**src/fleetPkg.sv**
```systemverilog
package fleetPkg;

	//******************************************************************
	// Board and fleet sizes
	//******************************************************************
	localparam int boardSize = 8;
	localparam int maxCells = 5;
	localparam int fleetDepth = 11;

	// One board coordinate wide enough to show an off-board result
	typedef logic [3:0] coordT;

	// Store index and entry count
	typedef logic [3:0] entryIdxT;

	// Codes 5 to 7 are illegal
	typedef enum logic [2:0]
	{
		submarine = 3'd0,
		cruiser = 3'd1,
		seaplane = 3'd2,
		battleship = 3'd3,
		carrier = 3'd4
	} shipKindT;

	typedef struct packed
	{
		coordT x;
		coordT y;
	} cellT;

	// Slots at or above cellCount are zero and never compared
	typedef struct packed
	{
		shipKindT kind;
		logic [2:0] cellCount;
		cellT [maxCells-1:0] cells;
	} shipRecordT;

	// direction is 0 for horizontal, 1 for vertical
	typedef struct packed
	{
		shipKindT kind;
		logic player;
		coordT x;
		coordT y;
		logic direction;
		logic [1:0] orientation;
	} placeRequestT;

	typedef enum logic [2:0]
	{
		idle = 3'd0,
		checkBorder = 3'd1,
		borderConflict = 3'd2,
		scanFleet = 3'd3,
		memoryConflict = 3'd4,
		saving = 3'd5
	} placeStateT;

endpackage

```
**src/fleetStore.sv**
```systemverilog
`timescale 1ns/10ps

module fleetStore
(
	input logic clk,
	input logic rstN,
	input logic player,
	input logic writeStrobe,
	input fleetPkg::shipRecordT writeRecord,
	input fleetPkg::entryIdxT readIdx,
	output fleetPkg::shipRecordT readRecord,
	output fleetPkg::entryIdxT entryCount
);

	//******************************************************************
	// One bank and one count per player
	//******************************************************************
	fleetPkg::shipRecordT bank [2][fleetPkg::fleetDepth];
	fleetPkg::entryIdxT count [2];

	assign readRecord = bank[player][readIdx];
	assign entryCount = count[player];

	always_ff @(posedge clk or negedge rstN)
	begin
		if (!rstN)
		begin
			count[0] <= '0;
			count[1] <= '0;
		end
		else if (writeStrobe)
			count[player] <= count[player] + 4'd1;
	end

	// Append at the current count
	always_ff @(posedge clk)
	begin
		if (writeStrobe)
			bank[player][count[player]] <= writeRecord;
	end

	noWriteWhenFull: assert property (@(posedge clk) disable iff (!rstN)
		writeStrobe |-> entryCount != fleetPkg::entryIdxT'(fleetPkg::fleetDepth));

endmodule

```
**src/overlapScanner.sv**
```systemverilog
`timescale 1ns/10ps

module overlapScanner
(
	input logic clk,
	input logic rstN,
	input logic scanStart,
	input fleetPkg::shipRecordT newRecord,
	input fleetPkg::entryIdxT entryCount,
	output fleetPkg::entryIdxT readIdx,
	input fleetPkg::shipRecordT readRecord,
	output logic scanDone,
	output logic hit
);

	logic busy;
	logic cellMatch;
	logic fleetEmpty;
	logic fleetFull;
	logic lastEntry;

	assign fleetEmpty = (entryCount == '0);
	assign fleetFull = (entryCount == fleetPkg::entryIdxT'(fleetPkg::fleetDepth));
	assign lastEntry = (readIdx == entryCount - 4'd1);

	// Any used cell of the new ship on any used cell of the stored one
	always_comb
	begin
		cellMatch = 1'b0;
		for (int i = 0; i < fleetPkg::maxCells; i++)
		begin
			for (int j = 0; j < fleetPkg::maxCells; j++)
			begin
				if (i < newRecord.cellCount && j < readRecord.cellCount
					&& newRecord.cells[i] == readRecord.cells[j])
					cellMatch = 1'b1;
			end
		end
	end

	//******************************************************************
	// Walk the fleet one entry per cycle
	//******************************************************************
	always_ff @(posedge clk or negedge rstN)
	begin
		if (!rstN)
		begin
			busy <= 1'b0;
			readIdx <= '0;
			scanDone <= 1'b0;
			hit <= 1'b0;
		end
		else
		begin
			scanDone <= 1'b0;
			if (scanStart)
			begin
				busy <= 1'b1;
				readIdx <= '0;
				hit <= 1'b0;
			end
			else if (busy)
			begin
				if (fleetFull || fleetEmpty || cellMatch || lastEntry)
				begin
					busy <= 1'b0;
					scanDone <= 1'b1;
					// A full fleet has no room, so it counts as a conflict
					hit <= fleetFull || (!fleetEmpty && cellMatch);
				end
				else
					readIdx <= readIdx + 4'd1;
			end
		end
	end

	readIdxInRange: assert property (@(posedge clk) disable iff (!rstN)
		busy |-> readIdx < fleetPkg::entryIdxT'(fleetPkg::fleetDepth));

endmodule

```
**src/placementControl.sv**
```systemverilog
`timescale 1ns/10ps

module placementControl
(
	input logic clk,
	input logic rstN,
	input logic enable,
	input logic onBoard,
	input logic scanDone,
	input logic hit,
	output logic decodeStrobe,
	output logic scanStart,
	output logic writeStrobe,
	output logic placed,
	output logic borderConflict,
	output logic memoryConflict
);

	fleetPkg::placeStateT state;
	fleetPkg::placeStateT nextState;

	always_ff @(posedge clk or negedge rstN)
	begin
		if (!rstN)
			state <= fleetPkg::idle;
		else
			state <= nextState;
	end

	//******************************************************************
	// Next state
	//******************************************************************
	always_comb
	begin
		nextState = state;
		case (state)
			fleetPkg::idle:
				if (enable)
					nextState = fleetPkg::checkBorder;
			fleetPkg::checkBorder:
				nextState = onBoard ? fleetPkg::scanFleet : fleetPkg::borderConflict;
			fleetPkg::scanFleet:
				if (scanDone)
					nextState = hit ? fleetPkg::memoryConflict : fleetPkg::saving;
			// Result states hold until the requester lets go
			fleetPkg::borderConflict, fleetPkg::memoryConflict, fleetPkg::saving:
				if (!enable)
					nextState = fleetPkg::idle;
			default: nextState = fleetPkg::idle;
		endcase
	end

	// Strobes fire on the transitions
	assign decodeStrobe = (state == fleetPkg::idle) && enable;
	assign scanStart = (state == fleetPkg::checkBorder) && onBoard;
	assign writeStrobe = (state == fleetPkg::scanFleet) && scanDone && !hit;

	assign placed = (state == fleetPkg::saving);
	assign borderConflict = (state == fleetPkg::borderConflict);
	assign memoryConflict = (state == fleetPkg::memoryConflict);

	placedExclusive: assert property (@(posedge clk) disable iff (!rstN)
		!(placed && (borderConflict || memoryConflict)));

endmodule

```
**src/shipCellDecoder.sv**
```systemverilog
`timescale 1ns/10ps

module shipCellDecoder
(
	input logic clk,
	input logic rstN,
	input logic decodeStrobe,
	input fleetPkg::placeRequestT request,
	output fleetPkg::shipRecordT record,
	output logic onBoard
);

	fleetPkg::shipRecordT nextRecord;
	logic nextOnBoard;
	logic kindLegal;
	logic straightLine;

	//******************************************************************
	// Cell generation
	//******************************************************************
	always_comb
	begin
		nextRecord = '0;
		kindLegal = 1'b1;
		straightLine = 1'b1;
		nextRecord.kind = request.kind;
		nextRecord.cells[0].x = request.x;
		nextRecord.cells[0].y = request.y;

		case (request.kind)
			fleetPkg::submarine: nextRecord.cellCount = 3'd1;
			fleetPkg::cruiser: nextRecord.cellCount = 3'd2;
			fleetPkg::battleship: nextRecord.cellCount = 3'd4;
			fleetPkg::carrier: nextRecord.cellCount = 3'd5;
			fleetPkg::seaplane:
			begin
				nextRecord.cellCount = 3'd3;
				straightLine = 1'b0;
			end
			default:
			begin
				kindLegal = 1'b0;
				straightLine = 1'b0;
				nextRecord.cells[0] = '0;
			end
		endcase

		// Straight ships step along one axis from the anchor
		if (straightLine)
		begin
			for (int i = 1; i < fleetPkg::maxCells; i++)
			begin
				if (i < nextRecord.cellCount)
				begin
					nextRecord.cells[i].x = request.direction ? request.x
						: request.x + fleetPkg::coordT'(i);
					nextRecord.cells[i].y = request.direction ? request.y + fleetPkg::coordT'(i)
						: request.y;
				end
			end
		end

		// Seaplane shape follows the orientation and ignores direction
		if (request.kind == fleetPkg::seaplane)
		begin
			case (request.orientation)
				2'd0:
				begin
					nextRecord.cells[1] = '{x: request.x + 4'd1, y: request.y + 4'd1};
					nextRecord.cells[2] = '{x: request.x + 4'd2, y: request.y};
				end
				2'd1:
				begin
					nextRecord.cells[1] = '{x: request.x + 4'd1, y: request.y - 4'd1};
					nextRecord.cells[2] = '{x: request.x + 4'd2, y: request.y};
				end
				2'd2:
				begin
					nextRecord.cells[1] = '{x: request.x + 4'd1, y: request.y + 4'd1};
					nextRecord.cells[2] = '{x: request.x, y: request.y + 4'd2};
				end
				default:
				begin
					nextRecord.cells[1] = '{x: request.x - 4'd1, y: request.y + 4'd1};
					nextRecord.cells[2] = '{x: request.x, y: request.y + 4'd2};
				end
			endcase
		end

		// Border check over the used slots only
		nextOnBoard = kindLegal;
		for (int i = 0; i < fleetPkg::maxCells; i++)
		begin
			if (i < nextRecord.cellCount && (nextRecord.cells[i].x >= fleetPkg::boardSize
				|| nextRecord.cells[i].y >= fleetPkg::boardSize))
				nextOnBoard = 1'b0;
		end
	end

	always_ff @(posedge clk or negedge rstN)
	begin
		if (!rstN)
			onBoard <= 1'b0;
		else if (decodeStrobe)
			onBoard <= nextOnBoard;
	end

	always_ff @(posedge clk)
	begin
		if (decodeStrobe)
			record <= nextRecord;
	end

	cellCountLimit: assert property (@(posedge clk) disable iff (!rstN)
		decodeStrobe |=> record.cellCount <= 3'(fleetPkg::maxCells));

endmodule

```
**src/shipValidator.sv**
```systemverilog
`timescale 1ns/10ps

module shipValidator
(
	input logic clk,
	input logic rstN,
	input logic enable,
	input fleetPkg::placeRequestT request,
	output logic placed,
	output logic borderConflict,
	output logic memoryConflict,
	output logic conflict
);

	fleetPkg::shipRecordT record;
	fleetPkg::shipRecordT readRecord;
	fleetPkg::entryIdxT readIdx;
	fleetPkg::entryIdxT entryCount;
	logic onBoard;
	logic decodeStrobe;
	logic scanStart;
	logic scanDone;
	logic hit;
	logic writeStrobe;
	logic latchedPlayer;

	// Player held for the scan and the write
	always_ff @(posedge clk or negedge rstN)
	begin
		if (!rstN)
			latchedPlayer <= 1'b0;
		else if (decodeStrobe)
			latchedPlayer <= request.player;
	end

	shipCellDecoder decoder
	(
		.clk(clk),
		.rstN(rstN),
		.decodeStrobe(decodeStrobe),
		.request(request),
		.record(record),
		.onBoard(onBoard)
	);

	overlapScanner scanner
	(
		.clk(clk),
		.rstN(rstN),
		.scanStart(scanStart),
		.newRecord(record),
		.entryCount(entryCount),
		.readIdx(readIdx),
		.readRecord(readRecord),
		.scanDone(scanDone),
		.hit(hit)
	);

	fleetStore store
	(
		.clk(clk),
		.rstN(rstN),
		.player(latchedPlayer),
		.writeStrobe(writeStrobe),
		.writeRecord(record),
		.readIdx(readIdx),
		.readRecord(readRecord),
		.entryCount(entryCount)
	);

	placementControl control
	(
		.clk(clk),
		.rstN(rstN),
		.enable(enable),
		.onBoard(onBoard),
		.scanDone(scanDone),
		.hit(hit),
		.decodeStrobe(decodeStrobe),
		.scanStart(scanStart),
		.writeStrobe(writeStrobe),
		.placed(placed),
		.borderConflict(borderConflict),
		.memoryConflict(memoryConflict)
	);

	assign conflict = borderConflict | memoryConflict;

endmodule

```
**config.mk**
```make
export PLATFORM = sky130hd
export DESIGN_NAME = shipValidator
export DESIGN_NICKNAME = d
export VERILOG_FILES = /design/src/fleetPkg.sv /design/src/fleetStore.sv /design/src/overlapScanner.sv /design/src/placementControl.sv /design/src/shipCellDecoder.sv /design/src/shipValidator.sv
export SDC_FILE = /design/constraint.sdc
export NUM_CORES = 1
export LEC_CHECK = 0
export BUFFER_PORTS_ARGS = -buffer_cell sky130_fd_sc_hd__clkbuf_2
export CAP_MARGIN = 10
export CORE_MARGIN = 1.5
export CORE_UTILIZATION = 60
export CTS_BUF_LIST = sky130_fd_sc_hd__clkbuf_16
export DETAILED_ROUTE_END_ITERATION = 10
export PLACE_DENSITY = 0.79
export RECOVER_POWER = 100
export SYNTH_ARGS = -nofsm -noshare
export SYNTH_HDL_FRONTEND = slang
export SYNTH_SLANG_ARGS = --single-unit
```
**constraint.sdc**
```tcl
create_clock -name clk -period 8.3 [get_ports clk]
set_input_delay 0.415 -clock clk [delete_from_list [all_inputs] [get_ports clk]]
set_output_delay 0.415 -clock clk [all_outputs]
set_load 0.01 [all_outputs]
```
-- Word level (Yosys, flattened, before mapping)
Memories as Yosys holds them, arrays and structs flattened.
Cells that the tools add are included.
- muxes and demuxes: 80
- equal/unequal tests: 42
- add/subtract/negate cells: 13
- reduce and logical (&&, ||, !) cells: 85
- bitwise operators: 4
- $lt $le $gt $ge: 30
- operator list (kind ; number):
    506-bit 2-to-1 mux ; 1
    8-bit equality test ; 25
    46-bit binary-select mux with 4-bit select ; 1
    46-bit demux with 4-bit select ; 1
    43-bit 2-to-1 mux ; 2
    1-bit logical AND ; 62
    4-bit 2-to-1 mux ; 15
    16-bit one-hot mux with 3 select lines ; 1
    46-bit 2-to-1 mux ; 1
    1-bit 2-to-1 mux ; 44
    4-bit greater-or-equal comparator, second input constant ; 10
    8-bit 2-to-1 mux ; 5
    32-bit 2-to-1 mux ; 1
    1-bit by 3-bit < comparator with 1-bit output, first input constant ; 6
    2-bit by 3-bit < comparator with 1-bit output, first input constant ; 6
    4-bit by 1-bit adder with 4-bit output, second input constant ; 4
    4-bit by 2-bit adder with 4-bit output, second input constant ; 4
    16-bit 2-to-1 mux ; 1
    3-bit one-hot mux with 5 select lines ; 1
    3-bit by 2-bit equality test with 1-bit output, second input constant ; 4
    3-bit one-hot mux with 4 select lines ; 1
    4-bit by 1-bit subtractor with 4-bit output, second input constant ; 3
    5-bit greater-or-equal comparator, second input constant ; 2
    4-bit NOT with 5-bit output ; 2
    other kinds (29) ; 51
- memories: 1
- flip-flop bits (word level): 66
- word-level logic and storage cells: 276
- bits in writable memories: 1012
- memories (memory ; words ; width ; read ports ; clocked after Yosys merged registers in ; wr ports ; line ; RTL):
    store.bank ; 2 ; 506 ; 1 ; 0 ; 1 ; fleetStore.sv:18 ; fleetPkg::shipRecordT bank [2][fleetPkg::fleetDepth];

-- Depth between registers and ports, before layout
Gate-level depths: netlist of the first run.
- depth after elaboration: 37
- gate-level depth with buffers: 18

-- Modules after synthesis
From an unflattened synthesis of the first run, not the netlist that was laid out.
- cell total of the unflattened synthesis: 2601
- area total of the unflattened synthesis: 45531.2 µm²
- modules (own cells, without submodules) (module ; cells an instance ; sequential area each (µm²) ; instances ; area an instance (µm²)):
    fleetStore ; 1920 ; 30589.3 ; 1 ; 39401.5
    overlapScanner ; 436 ; 175.2 ; 1 ; 3369.5
    shipCellDecoder ; 220 ; 1406.3 ; 1 ; 2509.9
    placementControl ; 22 ; 75.1 ; 1 ; 203.9
    shipValidator ; 3 ; 25.0 ; 1 ; 46.3

-- Worst setup path before layout of the first run
No wires, ideal clock.
- path kind: register to register
- start: register latchedPlayer
- end: memory store.bank[0][276] (netlist name) (enable)
- cell stages (with the launch flop): 11
- path buffers: 6
- arrival: 6.054 ns
- setup slack: 1.695 ns
- path through: dfrtp_1 buf_6 buf_12 buf_12 buf_12 buf_6 buf_4 mux2i_1 ha_1 nand2_1 nor4_1
- word-level cells in the longest chain between the ends: 10
- RTL lines (item ; line ; RTL):
    start: declaration ; shipValidator.sv:25 ; logic latchedPlayer;
    start signal: assignment ; shipValidator.sv:33 ; latchedPlayer <= request.player;
    1-bit NOT with 2-bit output (not written as such) ; fleetStore.sv:39 ; bank[player][count[player]] <= writeRecord;
    4-bit 2-to-1 mux (not written as such) (3 in a row) ; fleetStore.sv:39 ;
    4-bit NOT with 5-bit output (not written as such) ; fleetStore.sv:39 ;
    5-bit greater-or-equal comparator (not written as such) / 5-bit by 1-bit < comparator with 1-bit output (equally long branches) ; fleetStore.sv:39 ;
    1-bit logical AND (not written as such) ; fleetStore.sv:39 ;
    46-bit 2-to-1 mux (not written as such) ; fleetStore.sv:39 ;
    46-bit demux with 4-bit select ; fleetStore.sv:39 ;
    506-bit 2-to-1 mux (not written as such) ; fleetStore.sv:39 ;
    end: declaration ; fleetStore.sv:18 ;
Several ways; a longest one is shown, not always the timed one. The select of a mux whose other input is x is not followed.

-- Worst setup path after layout of the first run
- start: register latchedPlayer
- end: memory store.bank[0][261] (netlist name) (enable)
The elaborated chain is that of the path after synthesis.

==> flow_metrics.tcl, run 1 <==
set metrics [dict create \
    result_of_the_run "complete, but fails checks" \
    violations_in_the_final_reports "capacitance limit, slew limit" \
    setup.worst_path.start_class "flop" \
    holdWs_ns 0.0377 \
    drcViolationCount 0 \
    route.layer.met1.wl_um 46900 \
    detailedPlacementHpwl_um 69900 \
    design.die.area_um2 74200 \
    mappedNetlistNets 2758 \
    post_synth_num_cell_types 92 \
    critPathCaptureType "flop" \
    drt_first_pass_iters 6 \
    post_synth_most_frequent_cells "edfxtp_1, mux2i_1, xor2_1" \
    wl_per_cell_um 32.3 \
    vias_per_cell 6.82 \
    worstSkewPairLatency_ns 0.67 \
    timing.final.ws_setup_ns 1.44 \
    synth_largest_area_cell "edfxtp_1" \
    antennaDiodeCount 0 \
    finClkSkew_ns 0.0197 \
    flow.area_growth_from_synthesis_pct 8.43 \
    synth_most_common_cell "edfxtp_1" \
    clock_sinks 1009 \
    finalSetupTns_ns 0 \
    yosys_warnings 0 \
    global_route.overflow_total 0 \
    synth.yosys.seq_area_share_pct 69.4 \
    worst_hold_path_type "in2reg" \
    finish.net_count 2783 \
    layout_worst_path_cycle_share_pct 82.7 \
    critical_path.max_fanout 45 \
    synth-edff-count 989 \
    power.static_leakage_nw 15.3 \
    floorplan_core_area_um2 71600 \
    fmaxAchievable_ghz 0.146 \
    post_route_minimum_period_ns 6.86 \
    place_area_um2 44400 \
    postSynthRegisterBits 1009 \
    i_o_buffers 21 \
    arrival_time_worst_endpoint_ns 7.04 \
    cts-resized-gates 0 \
    syn_avg_cell_area_um2 16.0 \
    chipWidth_um 272 \
    numCtsBuffers 95 \
    met2_length_um 56400 \
    grt_pass1_wl_um 175000 \
    global_route.usage.total_pct 33.0 \
    first_global_vias 25300 \
    met3_length_um 13800 \
    tightest_slew_ns 3.86 \
    timing.critical_path.cells "buf_4 -> mux2i_1 -> ha_1 -> nand2_1 -> nor4_1 -> clkbuf_1" \
    synth-main-ff-cell "edfxtp_1" \
    rsz0062_at_grt "false" \
    grt_max_degree 104 \
    post-route-cell-area_um2 47200 \
    mappedNetlistArea_um2 43500 \
    cp_slowest_cell "clkbuf_1" \
    fin_cells 3775 \
    synth_top_cell_area_share_pct 68.2 \
    timing.final.max_slew_violations 1119 \
    cts_max_path_buffers 3 \
    antenna_found_initial 0 \
    final_util_pct 65.9 \
    fp.dieH_um 272 \
    drt_iter0_drc 3505 \
    synth-async-reset-ratio_pct 1.98 \
    ant_nets 0 \
    clock_pin_slew_worst_setup_and_hold_paths_ns 0.06 \
    routed_wirelength_um 122000 \
    post_route_total_power_mw 13.2 \
    start_util_pct 60.8 \
    final_layout_size_suffix_gt1_share_pct 10.6 \
    synth.top_cells.by_area "edfxtp_1, mux2i_1, xor2_1, xnor2_1, a22oi_1" \
    worst-endpoint-required_ns 8.48 \
    gpl.final_weighted_congestion 1.02 \
    num_vias 25800 \
    cts.root.buffer_cell "clkbuf_16" \
    top_signal_layer_used "met4" \
    p_per_area_nw_per_um2 280 \
    slowest_delay_ns 2.61 \
    cap_viol_max_count 38 \
    final_hold_vios 0 \
    clock_tree.htree_level_count 3 \
    worst_ir_drop_vdd_mv 0.239 \
    row_count 98 \
    max-slew-margin-rel_pct -157 \
    floorplan.io_pins 22 \
    syn_inst 2723 \
    dp_slack_ns 2.93 \
    dp.cells 3598 \
    cts_tree "done" \
    setup-violations-final 0 \
    worstSetupPathType "reg2reg" \
]
-- logic make-up (layout without fill, tap and decap cells) --
family                   Yosys count  count (layout)  share of synthesized area, %
buffers and inverters            202             304                          3.11
multiplexers                     466             466                          11.5
XOR/XNOR                         210             210                          4.23
flip-flops                      1009            1009                          69.4
AO/OA/AOI/OAI                    378             378                          5.85
AND/OR/NAND/NOR                  441             441                          5.39
adder cells (fa/ha/maj)           17              17                         0.489
-- final timing paths --
| path | cells after the start | from | endpoint | slack (ns) |
|---|---|---|---|---|
| worst min register to register | 1 | store.count[4] | store.count[4] | 0.47 |
| max in group asynchronous | 2 | rstN | scanner.readIdx[0] | 6.84 |
| min in group asynchronous | 2 | rstN | store.count[2] | 0.55 |
| worst min-delay path | 2 | request[11] | latchedPlayer | 0.04 |
| worst max register to register | 6 | latchedPlayer | store.bank[0][261] | 1.44 |
| worst max-delay path | 6 | latchedPlayer | store.bank[0][261] | 1.44 |
-- worst max-delay path, delay by kind of cell (launching register included) --
family	cells	cell delay [ns]
buf+inv	2	3.36
mux	1	0.53
fa+ha+maj	1	0.23
simple gates	2	0.60
flops	1	1.60
-- what timing repair did --
item | in CTS | in global routing
hold buffers | 1 | 0
buffers inserted | 0 | 0
hold endpoints to repair | 20 | 0
-- placed cells by master, fill, tap and decap left out, drive strengths merged, types with 16 or more instances in the layout --
cell type  synthesis  final
a21oi             55     55
a22oi             95     95
a31oi             20     20
and2              16     16
buf              110     48
clkbuf            70    157
clkinv             3     50
dfrtp             20     20
edfxtp           989    989
ha                17     17
inv               19     39
mux2              19     19
mux2i            421    421
mux4              26     26
nand2             65     65
nand3             96     96
nand4             24     24
nor2             103    103
nor3              28     28
nor4              37     37
o21ai             76     76
o22ai             75     75
xnor2             87     87
xor2             123    123
-- registers in the layout, indices dropped and copies added (netlist names) --
signal / cells
store.count: 8
scanner.readIdx: 4
store.bank: 946
scanner.hit: 1
scanner.busy: 1
decoder.record: 43
decoder.onBoard: 1
latchedPlayer: 1
scanner.scanDone: 1
control.state: 3
-- report_power, final --
part	leakage (nW)	switching, mW	internal, mW
combinational	4.55	1.78	1.03
clock	1.56	1.84	2.36
sequential	9.20	0.287	5.91
total	15.3	3.90	9.30
-- final cells by class --
class,instances,area [um2]
well taps,950,1190
inverters,22,82.6
multi-input cells,1512,12100
clock buffers,98,2450
repair buffers,108,639
flip-flops and latches,1009,30200
clock inverters,76,571
fillers,4868,24400
-- layer usage --
layer	GRT usage [%]	vias up
li1	-	10600
met1	46.8	13000
met2	51.8	1803
met3	6.04	263
met4	11.8	0
met5	0	-
Power figures use the tool's default switching activity.
==> run 2, diff against run 1 <==
- CORE_UTILIZATION: 60 -> 57
- clock period: 8.3 -> 5.7 ns (I/O delays scaled with it)
==> run 2 against run 1 <==
  * The flow still finishes with violations (capacitance limit, slew limit)
  * First-iteration DRC count grew 4.6%
  * Clock-buffer cell count down 2
  * Combinational power increased by 51%
  * Sequential power up 44%
  * Die area up 5.2%
  * Register-to-register slack worse by 0.96 ns
  * Final area up 0.71%
  * Sequential cell count did not move
  * Non-clock buffer count up 41
  * Global-route usage fell by 2.1 points
==> flow_metrics.tcl, run 2 (synthesis gave the netlist of run 1 again) <==
set metrics [dict create \
    result_of_the_run "complete, but fails checks" \
    violations_in_the_final_reports "capacitance limit, slew limit" \
    grt_pass1_wl_um 173000 \
    power.static_leakage_nw 15.4 \
    drcViolationCount 0 \
    setup.worst_path.start_class "flop" \
    cap_viol_max_count 55 \
    drt_iter0_drc 3667 \
    numCtsBuffers 95 \
    antennaDiodeCount 0 \
    finClkSkew_ns 0.0190 \
    critical_path.max_fanout 29 \
    fp.dieH_um 279 \
    final_layout_size_suffix_gt1_share_pct 11.0 \
    antenna_found_initial 2 \
    start_util_pct 57.5 \
    holdWs_ns 0.0206 \
    post_route_total_power_mw 19.2 \
    routed_wirelength_um 121000 \
    global_route.usage.total_pct 30.9 \
    setup-violations-final 0 \
    ant_nets 0 \
    mostFrequentLayoutCell "edfxtp_1" \
    cts_tree "done" \
    post_route_minimum_period_ns 5.23 \
    p_per_area_nw_per_um2 405 \
    num_vias 25800 \
    worst_ir_drop_vdd_mv 0.264 \
    rsz0062_at_grt "false" \
    gpl.final_weighted_congestion 0.985 \
    worst-endpoint-required_ns 5.98 \
    worstSetupPathType "reg2reg" \
    fmaxAchievable_ghz 0.191 \
    flow.area_growth_from_synthesis_pct 9.20 \
    drt_first_pass_iters 5 \
    tightest_slew_ns 2.99 \
    finish.net_count 2824 \
    wl_per_cell_um 31.3 \
    first_global_vias 25400 \
    grt_max_degree 86 \
    worstSkewPairLatency_ns 0.66 \
    detailedPlacementHpwl_um 71300 \
    final_hold_vios 0 \
    row_count 101 \
    postCtsSetupRepairBufs 0 \
    critPathCaptureType "flop" \
    vias_per_cell 6.70 \
    chipWidth_um 279 \
    clock_sinks 1009 \
    global_route.overflow_total 0 \
    i_o_buffers 21 \
    cts-resized-gates 0 \
    floorplan.io_pins 22 \
    cts.root.buffer_cell "clkbuf_16" \
    clock_pin_slew_worst_setup_and_hold_paths_ns 0.06 \
    cts_max_path_buffers 3 \
    timing.final.max_slew_violations 1519 \
    max-slew-margin-rel_pct -100 \
    largest_register_ff_count 946 \
    arrival_time_worst_endpoint_ns 5.50 \
    most-common-layout-cells "edfxtp_1, mux2i_1, xor2_1" \
    design.die.area_um2 78000 \
    clock_tree.htree_level_count 3 \
    worst_hold_path_type "in2reg" \
    layout_worst_path_cycle_share_pct 91.7 \
    floorplan_core_area_um2 75700 \
]
## run 2: cell types whose count changed in the layout (fill, tap and decap cells not counted), sizes merged
cell	change
buf	+14
clkbuf	+22
clkinv	-1
clkinvlp	+2
dlygate4sd3	+3
inv	+4
## run 2: final cells by class
type | instances | area (um2)
clock inverter | 81 | 597
tap | 978 | 1220
inverter | 22 | 82.6
multi-input combinational | 1512 | 12000
sequential | 1009 | 30200
clock buffer | 96 | 2400
timing repair buffer | 149 | 1000
fill | 5255 | 28200
## run 2: per-layer routing
| metal | global-route usage [%] | part of all wire [%] | vias up |
|---|---|---|---|
| li1 | - | - | 10700 |
| met1 | 43.1 | 38 | 12900 |
| met2 | 48.5 | 47 | 1832 |
| met3 | 5.69 | 11 | 295 |
| met4 | 12.5 | 4.0 | 4 |
| met5 | 0 | 0.046 | - |
## run 2: worst max-delay path, stage by stage, from the launching register on
cell	delay [ns]
dfrtp_4	0.73
buf_4	0.48
mux2i_1	0.84
nor2b_1	0.28
and3_1	1.48
clkbuf_2	0.96
## run 2: power breakdown
| part | internal, mW | switching (mW) |
|---|---|---|
| registers | 8.60 | 0.304 |
| clock network | 3.39 | 2.70 |
| logic | 1.55 | 2.70 |
| total | 13.5 | 5.71 |
## run 2: path summary, 6_finish.rpt
kind	from	end	slack, ns	cells past startpoint
max in group asynchronous	rstN	scanner.readIdx[0]	4.40	2
max reg2reg	latchedPlayer	store.bank[0][141]	0.47	5
min in group asynchronous	rstN	control.state[1]	0.41	2
min reg2reg	store.count[2]	store.count[2]	0.47	1
min	request[13]	decoder.record[40]	0.02	2
max	latchedPlayer	store.bank[0][141]	0.47	5
## run 2: what timing repair did
item / CTS / global route
hold endpoints to repair: 26 / 0
setup endpoints to repair: 0 / 0
hold buffers: 4 / 0
## run 2: through the flow
step           worst slack, ns  util [%]  instance area (um2)  setup TNS (ns)  std cells
2_1_floorplan           -0.811         -                43500         -139.51       2723
3_3_place_gp             0.949      59.3                44900               0       3664
3_5_place_dp             0.922      59.3                44900               0       3664
4_1_cts                  0.879      63.3                47900               0       3845
5_1_grt                  0.290      62.8                47500               0       3847
6_report                 0.474      62.8                47500               0       3847
